===== src/source/hl_sense_pkg.sv =====
`default_nettype none

// Telemetry, thermal and timebase definitions
package hl_sense_pkg;

  // Slow ADC sample width
  localparam int SENSE_W = 12;

  typedef struct packed {
    logic [SENSE_W-1:0] temperature;
    logic [SENSE_W-1:0] fwd_pwr;
    logic [SENSE_W-1:0] rev_pwr;
    logic [SENSE_W-1:0] bias_current;
  } telemetry_t;

  // Code = (((T * 0.01) + 0.5) / 3.26) * 4096
  localparam logic [SENSE_W-1:0] TEMP_30C = 12'b001111101101;
  localparam logic [SENSE_W-1:0] TEMP_35C = 12'b010000101011;
  localparam logic [SENSE_W-1:0] TEMP_40C = 12'b010001101011;
  localparam logic [SENSE_W-1:0] TEMP_45C = 12'b010010101010;
  localparam logic [SENSE_W-1:0] TEMP_50C = 12'b010011101000;
  localparam logic [SENSE_W-1:0] TEMP_55C = 12'b010100100111;

  // Gray-like encoding, one bit flips per step
  typedef enum logic [2:0] {
    FAN_OFF      = 3'b000,
    FAN_LOW      = 3'b001,
    FAN_MED      = 3'b011,
    FAN_FULL     = 3'b010,
    FAN_OVERHEAT = 3'b110
  } fan_state_t;

  // LED stretch tick every 64 ms
  localparam int STRETCH_MS_LOG2 = 6;

  // Blink level toggles every 256 ms
  localparam int BLINK_MS_LOG2 = 8;

endpackage

`default_nettype wire


===== src/source/hl_cmd_pkg.sv =====
`default_nettype none

// Host command and status-frame definitions
package hl_cmd_pkg;

  // Command bus widths
  localparam int CMD_ADDR_W = 6;
  localparam int CMD_DATA_W = 32;

  // Mode command and its field positions
  localparam logic [CMD_ADDR_W-1:0] CMD_ADDR_MODE = 6'h09;

  // Selects VNA mode
  localparam int MODE_BIT_VNA    = 23;
  localparam int MODE_BIT_PA_EN  = 19;
  localparam int MODE_BIT_TR_DIS = 18;

  // Status frame returned to the host
  localparam int RESP_W = 40;

  // Four rotating slots
  typedef logic [1:0] slot_t;

endpackage

`default_nettype wire

===== src/source/hl_cmd_if.sv =====
`timescale 1ns/100ps
`default_nettype none

// Host command strobe with its address, data and PTT
interface hl_cmd_if;

  logic                              rqst;
  logic [hl_cmd_pkg::CMD_ADDR_W-1:0] addr;
  logic [hl_cmd_pkg::CMD_DATA_W-1:0] data;
  logic                              ptt;

  // Driven by the top level from its input ports
  modport source (output rqst, output addr, output data, output ptt);

  // Keying and mode decode
  modport sink (input rqst, input addr, input data, input ptt);

endinterface

`default_nettype wire


===== src/source/hl_ctrl_top.sv =====
`timescale 1ns/100ps
`default_nettype none

module hl_ctrl_top #(
  parameter int         TICKS_PER_MS  = 2500,
  parameter int         FAN_PWM_W     = 16,
  parameter logic [7:0] VERSION_MAJOR = 8'h00
) (
  input  wire                              clk,
  input  wire                              slow_adc_rst,
  input  wire                              cmd_rqst_i,
  input  wire [hl_cmd_pkg::CMD_ADDR_W-1:0] cmd_addr_i,
  input  wire [hl_cmd_pkg::CMD_DATA_W-1:0] cmd_data_i,
  input  wire                              cmd_ptt_i,
  input  wire                              run_i,
  input  wire                              ethup_i,
  input  wire                              tx_hang_i,
  input  wire                              cw_keydown_i,
  input  wire                              ext_ptt_i,
  input  wire                              ext_txinhibit_i,
  input  wire                              rxgoodlvl_i,
  input  wire                              rxclip_i,
  input  wire [hl_sense_pkg::SENSE_W-1:0]  temperature_i,
  input  wire [hl_sense_pkg::SENSE_W-1:0]  fwd_pwr_i,
  input  wire [hl_sense_pkg::SENSE_W-1:0]  rev_pwr_i,
  input  wire [hl_sense_pkg::SENSE_W-1:0]  bias_current_i,
  input  wire                              resp_rqst_i,
  output logic [hl_cmd_pkg::RESP_W-1:0]    resp_o,
  output logic                             tx_on_o,
  output logic                             pa_inttr_o,
  output logic                             pa_exttr_o,
  output logic                             pwr_envpa_o,
  output logic                             pwr_envop_o,
  output logic                             pwr_envbias_o,
  output logic                             rfsw_sel_o,
  output logic                             fan_pwm_o,
  output logic                             led_run_n_o,
  output logic                             led_tx_n_o,
  output logic                             led_rxgood_n_o,
  output logic                             led_clip_n_o
);

  hl_cmd_if cmd_bus ();

  hl_sense_pkg::telemetry_t telem;
  logic                     stretch_tick;
  logic                     blink;
  logic                     ptt_resp;
  logic                     temp_enabletx;

  assign cmd_bus.rqst = cmd_rqst_i;
  assign cmd_bus.addr = cmd_addr_i;
  assign cmd_bus.data = cmd_data_i;
  assign cmd_bus.ptt  = cmd_ptt_i;

  assign telem.temperature  = temperature_i;
  assign telem.fwd_pwr      = fwd_pwr_i;
  assign telem.rev_pwr      = rev_pwr_i;
  assign telem.bias_current = bias_current_i;

  ms_timebase #(.TICKS_PER_MS(TICKS_PER_MS)) timebase0 (
    .clk(clk), .slow_adc_rst(slow_adc_rst),
    .stretch_tick_o(stretch_tick), .blink_o(blink)
  );

  led_stretch rxgood_led0 (
    .clk(clk), .slow_adc_rst(slow_adc_rst),
    .trigger_i(rxgoodlvl_i), .tick_i(stretch_tick), .led_n_o(led_rxgood_n_o)
  );

  led_stretch clip_led0 (
    .clk(clk), .slow_adc_rst(slow_adc_rst),
    .trigger_i(rxclip_i), .tick_i(stretch_tick), .led_n_o(led_clip_n_o)
  );

  fan_thermal_ctrl #(.FAN_PWM_W(FAN_PWM_W)) fan0 (
    .clk(clk), .slow_adc_rst(slow_adc_rst),
    .temperature_i(telem.temperature),
    .fan_pwm_o(fan_pwm_o), .temp_enabletx_o(temp_enabletx)
  );

  tx_keying keying0 (
    .clk(clk), .slow_adc_rst(slow_adc_rst), .cmd(cmd_bus.sink),
    .cw_keydown_i(cw_keydown_i), .ext_ptt_i(ext_ptt_i),
    .ext_txinhibit_i(ext_txinhibit_i), .tx_hang_i(tx_hang_i), .run_i(run_i),
    .temp_enabletx_i(temp_enabletx), .tx_on_o(tx_on_o), .ptt_resp_o(ptt_resp),
    .pa_inttr_o(pa_inttr_o), .pa_exttr_o(pa_exttr_o), .pwr_envpa_o(pwr_envpa_o),
    .pwr_envop_o(pwr_envop_o), .pwr_envbias_o(pwr_envbias_o), .rfsw_sel_o(rfsw_sel_o)
  );

  status_frame #(.VERSION_MAJOR(VERSION_MAJOR)) frame0 (
    .clk(clk), .slow_adc_rst(slow_adc_rst), .resp_rqst_i(resp_rqst_i),
    .rxclip_i(rxclip_i), .cw_keydown_i(cw_keydown_i), .ptt_resp_i(ptt_resp),
    .telem_i(telem), .resp_o(resp_o)
  );

  // Solid when the host is running, blinking with link otherwise
  assign led_run_n_o = run_i ? 1'b0 : ~(ethup_i & blink);
  assign led_tx_n_o  = run_i ? ~tx_on_o : 1'b1;

endmodule

`default_nettype wire


===== src/source/status_frame.sv =====
`timescale 1ns/100ps
`default_nettype none

module status_frame #(
  parameter logic [7:0] VERSION_MAJOR = 8'h00
) (
  input  wire                               clk,
  input  wire                               slow_adc_rst,
  input  wire                               resp_rqst_i,
  input  wire                               rxclip_i,
  input  wire                               cw_keydown_i,
  input  wire                               ptt_resp_i,
  input  wire hl_sense_pkg::telemetry_t     telem_i,
  output logic [hl_cmd_pkg::RESP_W-1:0]     resp_o
);

  localparam int PAY_W = hl_cmd_pkg::RESP_W - 8;

  hl_cmd_pkg::slot_t slot;
  logic [1:0]        clip_cnt;
  logic [PAY_W-1:0]  payload;

  // Payload for the slot about to be sent
  always_comb begin
    case (slot)
      2'd0:    payload = {7'h00, &clip_cnt, 16'h0000, VERSION_MAJOR};
      2'd1:    payload = {4'h0, telem_i.temperature, 4'h0, telem_i.fwd_pwr};
      2'd2:    payload = {4'h0, telem_i.rev_pwr, 4'h0, telem_i.bias_current};
      default: payload = '0;
    endcase
  end

  always_ff @(posedge clk) begin
    if (slow_adc_rst) begin
      slot     <= '0;
      clip_cnt <= '0;
      resp_o   <= '0;
    end else if (resp_rqst_i) begin
      resp_o   <= {3'b000, slot, cw_keydown_i, 1'b0, ptt_resp_i, payload};
      slot     <= slot + 1'b1;
      clip_cnt <= '0;
    end else if (~&clip_cnt) begin
      // Saturates at three clip cycles
      clip_cnt <= clip_cnt + {1'b0, rxclip_i};
    end
  end

  a_slot_rotates: assert property (
    @(posedge clk) disable iff (slow_adc_rst)
    resp_rqst_i |=> (slot == hl_cmd_pkg::slot_t'($past(slot) + 1'b1))
  );

endmodule

`default_nettype wire


===== src/source/tx_keying.sv =====
`timescale 1ns/100ps
`default_nettype none

module tx_keying (
  input  wire      clk,
  input  wire      slow_adc_rst,
  hl_cmd_if.sink   cmd,
  input  wire      cw_keydown_i,
  input  wire      ext_ptt_i,
  input  wire      ext_txinhibit_i,
  input  wire      tx_hang_i,
  input  wire      run_i,
  input  wire      temp_enabletx_i,
  output logic     tx_on_o,
  output logic     ptt_resp_o,
  output logic     pa_inttr_o,
  output logic     pa_exttr_o,
  output logic     pwr_envpa_o,
  output logic     pwr_envop_o,
  output logic     pwr_envbias_o,
  output logic     rfsw_sel_o
);

  logic vna;
  logic pa_enable;
  logic tr_disable;
  logic int_ptt;

  always_ff @(posedge clk) begin
    if (slow_adc_rst) begin
      vna        <= 1'b0;
      pa_enable  <= 1'b0;
      tr_disable <= 1'b0;
      int_ptt    <= 1'b0;
      tx_on_o    <= 1'b0;
      ptt_resp_o <= 1'b0;
    end else begin
      // PTT rides along with every command
      if (cmd.rqst) begin
        int_ptt <= cmd.ptt;
        if (cmd.addr == hl_cmd_pkg::CMD_ADDR_MODE) begin
          vna        <= cmd.data[hl_cmd_pkg::MODE_BIT_VNA];
          pa_enable  <= cmd.data[hl_cmd_pkg::MODE_BIT_PA_EN];
          tr_disable <= cmd.data[hl_cmd_pkg::MODE_BIT_TR_DIS];
        end
      end
      tx_on_o <= (int_ptt | cw_keydown_i | ext_ptt_i | tx_hang_i) &
                 ~ext_txinhibit_i & run_i & temp_enabletx_i;
      // Hang time is not reported back to the host
      ptt_resp_o <= cw_keydown_i | ext_ptt_i;
    end
  end

  // PA path and supply enables
  assign pwr_envbias_o = tx_on_o & ~vna & pa_enable;
  assign pwr_envop_o   = tx_on_o;
  assign pa_exttr_o    = tx_on_o;
  assign pa_inttr_o    = tx_on_o & ~vna & (pa_enable | ~tr_disable);
  assign pwr_envpa_o   = tx_on_o & ~vna & pa_enable;
  assign rfsw_sel_o    = ~vna & pa_enable;

  // PA supply only follows a cycle where keying was permitted
  a_envpa_keyed: assert property (
    @(posedge clk) disable iff (slow_adc_rst)
    pwr_envpa_o |-> tx_on_o && $past(run_i && temp_enabletx_i && !ext_txinhibit_i)
  );

endmodule

`default_nettype wire


===== src/source/fan_thermal_ctrl.sv =====
`timescale 1ns/100ps
`default_nettype none

module fan_thermal_ctrl #(
  parameter int FAN_PWM_W = 16
) (
  input  wire                             clk,
  input  wire                             slow_adc_rst,
  input  wire [hl_sense_pkg::SENSE_W-1:0] temperature_i,
  output logic                            fan_pwm_o,
  output logic                            temp_enabletx_o
);

  hl_sense_pkg::fan_state_t state;
  hl_sense_pkg::fan_state_t state_next;
  logic [FAN_PWM_W-1:0]     pwm_cnt;

  always_ff @(posedge clk) begin
    if (slow_adc_rst) begin
      state   <= hl_sense_pkg::FAN_OFF;
      pwm_cnt <= '0;
    end else begin
      state   <= state_next;
      pwm_cnt <= pwm_cnt + 1'b1;
    end
  end

  // Each step up and down uses a 5C gap for hysteresis
  always_comb begin
    state_next      = state;
    fan_pwm_o       = 1'b0;
    temp_enabletx_o = 1'b1;
    case (state)
      hl_sense_pkg::FAN_OFF: begin
        if (temperature_i > hl_sense_pkg::TEMP_35C) state_next = hl_sense_pkg::FAN_LOW;
      end
      hl_sense_pkg::FAN_LOW: begin
        if (temperature_i > hl_sense_pkg::TEMP_40C) state_next = hl_sense_pkg::FAN_MED;
        else if (temperature_i < hl_sense_pkg::TEMP_30C) state_next = hl_sense_pkg::FAN_OFF;
        // 50% duty
        fan_pwm_o = pwm_cnt[FAN_PWM_W-1];
      end
      hl_sense_pkg::FAN_MED: begin
        if (temperature_i > hl_sense_pkg::TEMP_45C) state_next = hl_sense_pkg::FAN_FULL;
        else if (temperature_i < hl_sense_pkg::TEMP_35C) state_next = hl_sense_pkg::FAN_LOW;
        // 75% duty
        fan_pwm_o = pwm_cnt[FAN_PWM_W-1] | pwm_cnt[FAN_PWM_W-2];
      end
      hl_sense_pkg::FAN_FULL: begin
        if (temperature_i > hl_sense_pkg::TEMP_55C) state_next = hl_sense_pkg::FAN_OVERHEAT;
        else if (temperature_i < hl_sense_pkg::TEMP_40C) state_next = hl_sense_pkg::FAN_MED;
        fan_pwm_o = 1'b1;
      end
      hl_sense_pkg::FAN_OVERHEAT: begin
        if (temperature_i < hl_sense_pkg::TEMP_50C) state_next = hl_sense_pkg::FAN_FULL;
        // Full fan and no transmit until it cools
        fan_pwm_o       = 1'b1;
        temp_enabletx_o = 1'b0;
      end
      default: begin
        state_next = hl_sense_pkg::FAN_OFF;
      end
    endcase
  end

  // TX cutoff only in overheat, which is entered from full speed alone
  a_cutoff_overheat: assert property (
    @(posedge clk) disable iff (slow_adc_rst)
    !temp_enabletx_o |-> (state == hl_sense_pkg::FAN_OVERHEAT) &&
      ($past(state) inside {hl_sense_pkg::FAN_FULL, hl_sense_pkg::FAN_OVERHEAT})
  );

endmodule

`default_nettype wire


===== src/source/led_stretch.sv =====
`timescale 1ns/100ps
`default_nettype none

module led_stretch (
  input  wire  clk,
  input  wire  slow_adc_rst,
  input  wire  trigger_i,
  input  wire  tick_i,
  output logic led_n_o
);

  typedef enum logic [1:0] {
    ST_IDLE  = 2'b00,
    ST_SET   = 2'b01,
    ST_WAIT1 = 2'b10,
    ST_WAIT2 = 2'b11
  } state_t;

  state_t state;

  // LED stays lit for two to three ticks
  always_ff @(posedge clk) begin
    if (slow_adc_rst) begin
      state <= ST_IDLE;
    end else begin
      case (state)
        ST_IDLE:  if (trigger_i) state <= ST_SET;
        ST_SET:   if (tick_i) state <= ST_WAIT1;
        ST_WAIT1: if (tick_i) state <= ST_WAIT2;
        ST_WAIT2: if (tick_i) state <= ST_IDLE;
        default:  state <= ST_IDLE;
      endcase
    end
  end

  // Active low pin
  assign led_n_o = (state == ST_IDLE);

  // LED goes dark only on a stretch tick
  a_dark_on_tick: assert property (
    @(posedge clk) disable iff (slow_adc_rst)
    $rose(led_n_o) |-> $past(tick_i)
  );

endmodule

`default_nettype wire


===== src/source/ms_timebase.sv =====
`timescale 1ns/100ps
`default_nettype none

module ms_timebase #(
  parameter int TICKS_PER_MS = 2500
) (
  input  wire  clk,
  input  wire  slow_adc_rst,
  output logic stretch_tick_o,
  output logic blink_o
);

  localparam int CYC_W = (TICKS_PER_MS > 1) ? $clog2(TICKS_PER_MS) : 1;
  localparam int MS_W  = hl_sense_pkg::BLINK_MS_LOG2 + 1;

  logic [CYC_W-1:0] cyc_cnt;
  logic [MS_W-1:0]  ms_cnt;
  logic             ms_wrap;

  // Last clk cycle of each millisecond
  assign ms_wrap = (cyc_cnt == CYC_W'(TICKS_PER_MS - 1));

  always_ff @(posedge clk) begin
    if (slow_adc_rst) begin
      cyc_cnt        <= '0;
      ms_cnt         <= '0;
      stretch_tick_o <= 1'b0;
    end else begin
      // Single-cycle pulse as the low millisecond bits roll over
      stretch_tick_o <= ms_wrap & (&ms_cnt[hl_sense_pkg::STRETCH_MS_LOG2-1:0]);
      if (ms_wrap) begin
        cyc_cnt <= '0;
        ms_cnt  <= ms_cnt + 1'b1;
      end else begin
        cyc_cnt <= cyc_cnt + 1'b1;
      end
    end
  end

  assign blink_o = ms_cnt[hl_sense_pkg::BLINK_MS_LOG2];

endmodule

`default_nettype wire


===== config.mk =====
export PLATFORM = sky130hd
export DESIGN_NAME = hl_ctrl_top
export DESIGN_NICKNAME = d
export VERILOG_FILES = /design/src/source/hl_sense_pkg.sv /design/src/source/hl_cmd_pkg.sv /design/src/source/hl_cmd_if.sv /design/src/source/hl_ctrl_top.sv /design/src/source/status_frame.sv /design/src/source/tx_keying.sv /design/src/source/fan_thermal_ctrl.sv /design/src/source/led_stretch.sv /design/src/source/ms_timebase.sv
export SDC_FILE = /design/constraint.sdc
export NUM_CORES = 1
export LEC_CHECK = 0
export BUFFER_PORTS_ARGS = -buffer_cell sky130_fd_sc_hd__clkbuf_2
export CAP_MARGIN = 20
export CORE_MARGIN = 2
export CORE_UTILIZATION = 50
export CTS_BUF_LIST = sky130_fd_sc_hd__clkbuf_4 sky130_fd_sc_hd__clkbuf_8
export CTS_CLUSTER_DIAMETER = 200
export DETAILED_ROUTE_END_ITERATION = 8
export HOLD_SLACK_MARGIN = 0.03
export PLACE_DENSITY = 0.83
export SYNTH_ARGS = -nofsm -noshare
export SYNTH_HDL_FRONTEND = slang
export SYNTH_SLANG_ARGS = --single-unit

===== constraint.sdc =====
create_clock -name clk -period 3.3 [get_ports clk]
set_clock_uncertainty 0.15 [all_clocks]
set_input_delay 0.825 -clock clk [delete_from_list [all_inputs] [get_ports clk]]
set_output_delay 0.825 -clock clk [all_outputs]
set_load 0.01 [all_outputs]

==> summary.txt <==
Status
  – Status: finished, final reports clean

Placement
  – Hpwl dp: around 6700 µm
  – Gpl congestion: about 0.85
  – Number of port buffers: about 110
  – Placed Cells incl. Taps: roughly 650

Power
  – Psw: 650 µW
  – IR drop worst, VDD: 0.214 mV
  – Internal power: ~1500 µW
  – Power per Cell Area: about 470 nW/µm²
  – Final total power: between 2000 and 2500 µW
  – Combinational group share of total power: between 20 and 25%
  – Switching part of the total: between 20% and 30%
  – LEAKAGE: 0.00200 µW
  – Clock power frac: between 20% and 30%
  – Seq pwr share: between 50% and 60%

Timing
  – Slew headroom: 40.8%
  – RSZ-0062 raised after global routing: false
  – Total negative slack: 0 ps
  – Worst slew pin tran: just under 900 ps
  – Count of final setup violators: 0
  – Highest clock rate: 369 MHz
  – Count of pins over their slew limit: 0
  – Final Hold Viols: 0
  – Fin crit period: about 2700 ps
  – Final worst path period share: between 80% and 90%

Die
  – Die ar.: 8660 µm²
  – Initial core utilization: just over 50%
  – Ports: 151
  – Core Region: just under 8000 µm²
  – Die Ht: ~93 µm
  – Row cnt: 32
  – Die width: between 90 and 100 µm

Final layout
  – Area Overhead vs Synth: 17.6%
  – # fillers: between 600 and 700
  – Ant. Diodes: 0
  – Post-route insts no fill: ~670
  – Fin util: about three fifths
  – Fraction of layout cells with a size suffix above 1: a little under a quarter
  – Final nets: 675

Global route
  – Vias in the first global route: 3310
  – Largest net degree at the start of global routing: 26
  – Grt total ovfl: 0
  – First-pass GRT wire length: ~15000 µm
  – Total GRT Usage: roughly a fifth
  – Initial antenna violation count: 0

CTS
  – Clk sinks: between 80 and 90
  – Maximum root-to-sink buffer count: 2
  – Cts bufs inserted: 9
  – Post-CTS sizing: 0
  – Post-CTS Setup Inserts: 0
  – Clk slew on worst S/H paths: 80 ps
  – Worst-Skew Late Latency: between 300 and 400 ps
  – Hold_buf cts: 0
  – H-tree Lvls: 3
  – CTS tree: built
  – Root Buffer: clkbuf_8

Drt
  – Vias/cell: between 5 and 6
  – Drc violations: 0
  – Vias: between 3000 and 4000
  – DRC marker count from the first detailed-route iteration: 123
  – WL/cell: 13.6 µm
  – DRT Pass-1 Iters: 4
  – Final WL: 9040 µm
  – ANT nets after route: 0

Synthesis
  – Main flop type after synthesis: dfxtp_1
  – Mapped Avg Cell Area: 8.58 µm²
  – Seq cells post-synth: 83
  – Mapped Area: about 4000 µm²
  – Ys async rst share: 0%
  – Sequential area share after synthesis: a little over two fifths
  – Distinct cells, synth: 53
  – EDFF count, synth: 0
  – Post-Synthesis Cells: about 460
  – YS warnings: 0

Critical path
  – Worst setup SP type: input pin
  – CP endpoint kind: flop
  – CP max FO: 9
  – Worst Path Arrival: ~2800 ps
  – Crit path launch: temperature_i[11]
  – R2R setup slack: about 890 ps
  – Worst r2r src: timebase0.cyc_cnt[0]
  – Worst flop-to-flop path endpoint: timebase0.ms_cnt[8]
  – R2R cell count: 6
  – Setup CP Type: in -> reg
  – Worst setup path endpoint: fan0.state[0]
  – Critical Path RT: between 3000 and 4000 ps

Hold path
  – Min-delay worst type: reg -> reg

Flow run
  – Max Cap Viol: 0
## cell usage in the layout (no fill, tap or decap), types with 6 or more instances in the layout
| cell type | count |
|---|---|
| a21oi_1 | 12 |
| a22oi_1 | 24 |
| and3_1 | 8 |
| clkbuf_2 | 109 |
| clkbuf_8 | 9 |
| conb_1 | 12 |
| dfxtp_1 | 83 |
| ha_1 | 16 |
| inv_1 | 18 |
| mux2i_1 | 12 |
| nand2_1 | 40 |
| nand3_1 | 10 |
| nand4_1 | 8 |
| nor2_1 | 60 |
| nor3_1 | 16 |
| o21ai_0 | 35 |
| or3_1 | 6 |
| xnor2_1 | 15 |
| xor2_1 | 12 |
## kinds of logic after synthesis
family / count (synthesis) / synth area share (%)
compound gates: 94 / 15.4
flops: 83 / 41.9
simple gates: 174 / 21.4
fa+ha+maj: 16 / 5.05
other cells: 1 / 0.0946
xor+xnor: 27 / 5.97
mux: 13 / 3.31
buf+inv: 54 / 6.91
## metrics by stage
step	hold slack [ps]	instance area [µm²]	setup slack (ps)
after CTS	312	4660	601
after global routing	338	4660	520
after floorplan	276	4010	387
after global placement	285	4490	261
after detailed placement	294	4490	244
final	310	4660	587
## critical path: stages
cell and delay, ps:
clkbuf_2 160, or4b_4 550, or3_1 370, o221a_1 270
or4_1 420, a221oi_2 240
## power groups by stage
stage | clock network [µW] | registers [µW] | logic (µW)
final | 633 | 1110 | 440
after global placement | 0 | 1130 | 415
after CTS | 650 | 1110 | 444
after floorplan | 0 | 1130 | 302
after detailed placement | 0 | 1140 | 438
after global routing | 701 | 1120 | 492
## final cells by class
type | count | area (µm²) | area share, %
multi-input combinational | 336 | 2070 | 44.4
sequential | 83 | 1660 | 35.6
timing repair buffer | 112 | 568 | 12.2
clock buffer | 11 | 139 | 2.98
tap | 102 | 128 | 2.74
inverter | 18 | 67.6 | 1.45
clock inverter | 5 | 30.0 | 0.644
## registers in the layout (all words and copies together), names as in the netlist
register	count
fan0.pwm_cnt	16
frame0.slot	2
keying0.pa_exttr_o	1
frame0.clip_cnt	2
frame0.resp_o	28
keying0.int_ptt	1
timebase0.stretch_tick_o	1
keying0.vna	1
keying0.ptt_resp_o	1
timebase0.ms_cnt	9
keying0.tr_disable	1
clip_led0.state	2
timebase0.cyc_cnt	12
fan0.state	3
rxgood_led0.state	2
keying0.pa_enable	1
## how the worst min path moves through the flow
stage                       from                end  cells after the start
2_1_floorplan    fan0.pwm_cnt[0]    fan0.pwm_cnt[0]                      1
3_3_place_gp    frame0.resp_o[8]   frame0.resp_o[8]                      2
3_5_place_dp    frame0.resp_o[1]   frame0.resp_o[1]                      2
4_1_cts         frame0.resp_o[1]   frame0.resp_o[1]                      2
5_1_grt        frame0.resp_o[19]  frame0.resp_o[19]                      2
6_report       frame0.resp_o[19]  frame0.resp_o[19]                      2
## cell usage after synthesis, drive strengths merged, types with 15 or more instances
cell | number | area (µm²)
xnor2 | 15 | 131
inv | 18 | 67.6
a22oi | 24 | 180
clkbuf | 19 | 75.1
nor2 | 60 | 225
nor3 | 16 | 80.1
o21ai | 35 | 175
dfxtp | 83 | 1660
ha | 16 | 200
buf | 17 | 131
nand2 | 40 | 150
## layer usage
| layer | track usage [%] | vias to the layer above | wire length (µm) |
|---|---|---|---|
| li1 | - | 1782 | - |
| met2 | 36.7 | 138 | 4450 |
| met3 | 3.87 | 21 | 611 |
| met5 | 0 | - | 0 |
| met1 | 24.5 | 1688 | 3780 |
| met4 | 9.93 | 0 | 203 |
No activity file was read; power rests on OpenSTA's default activity.
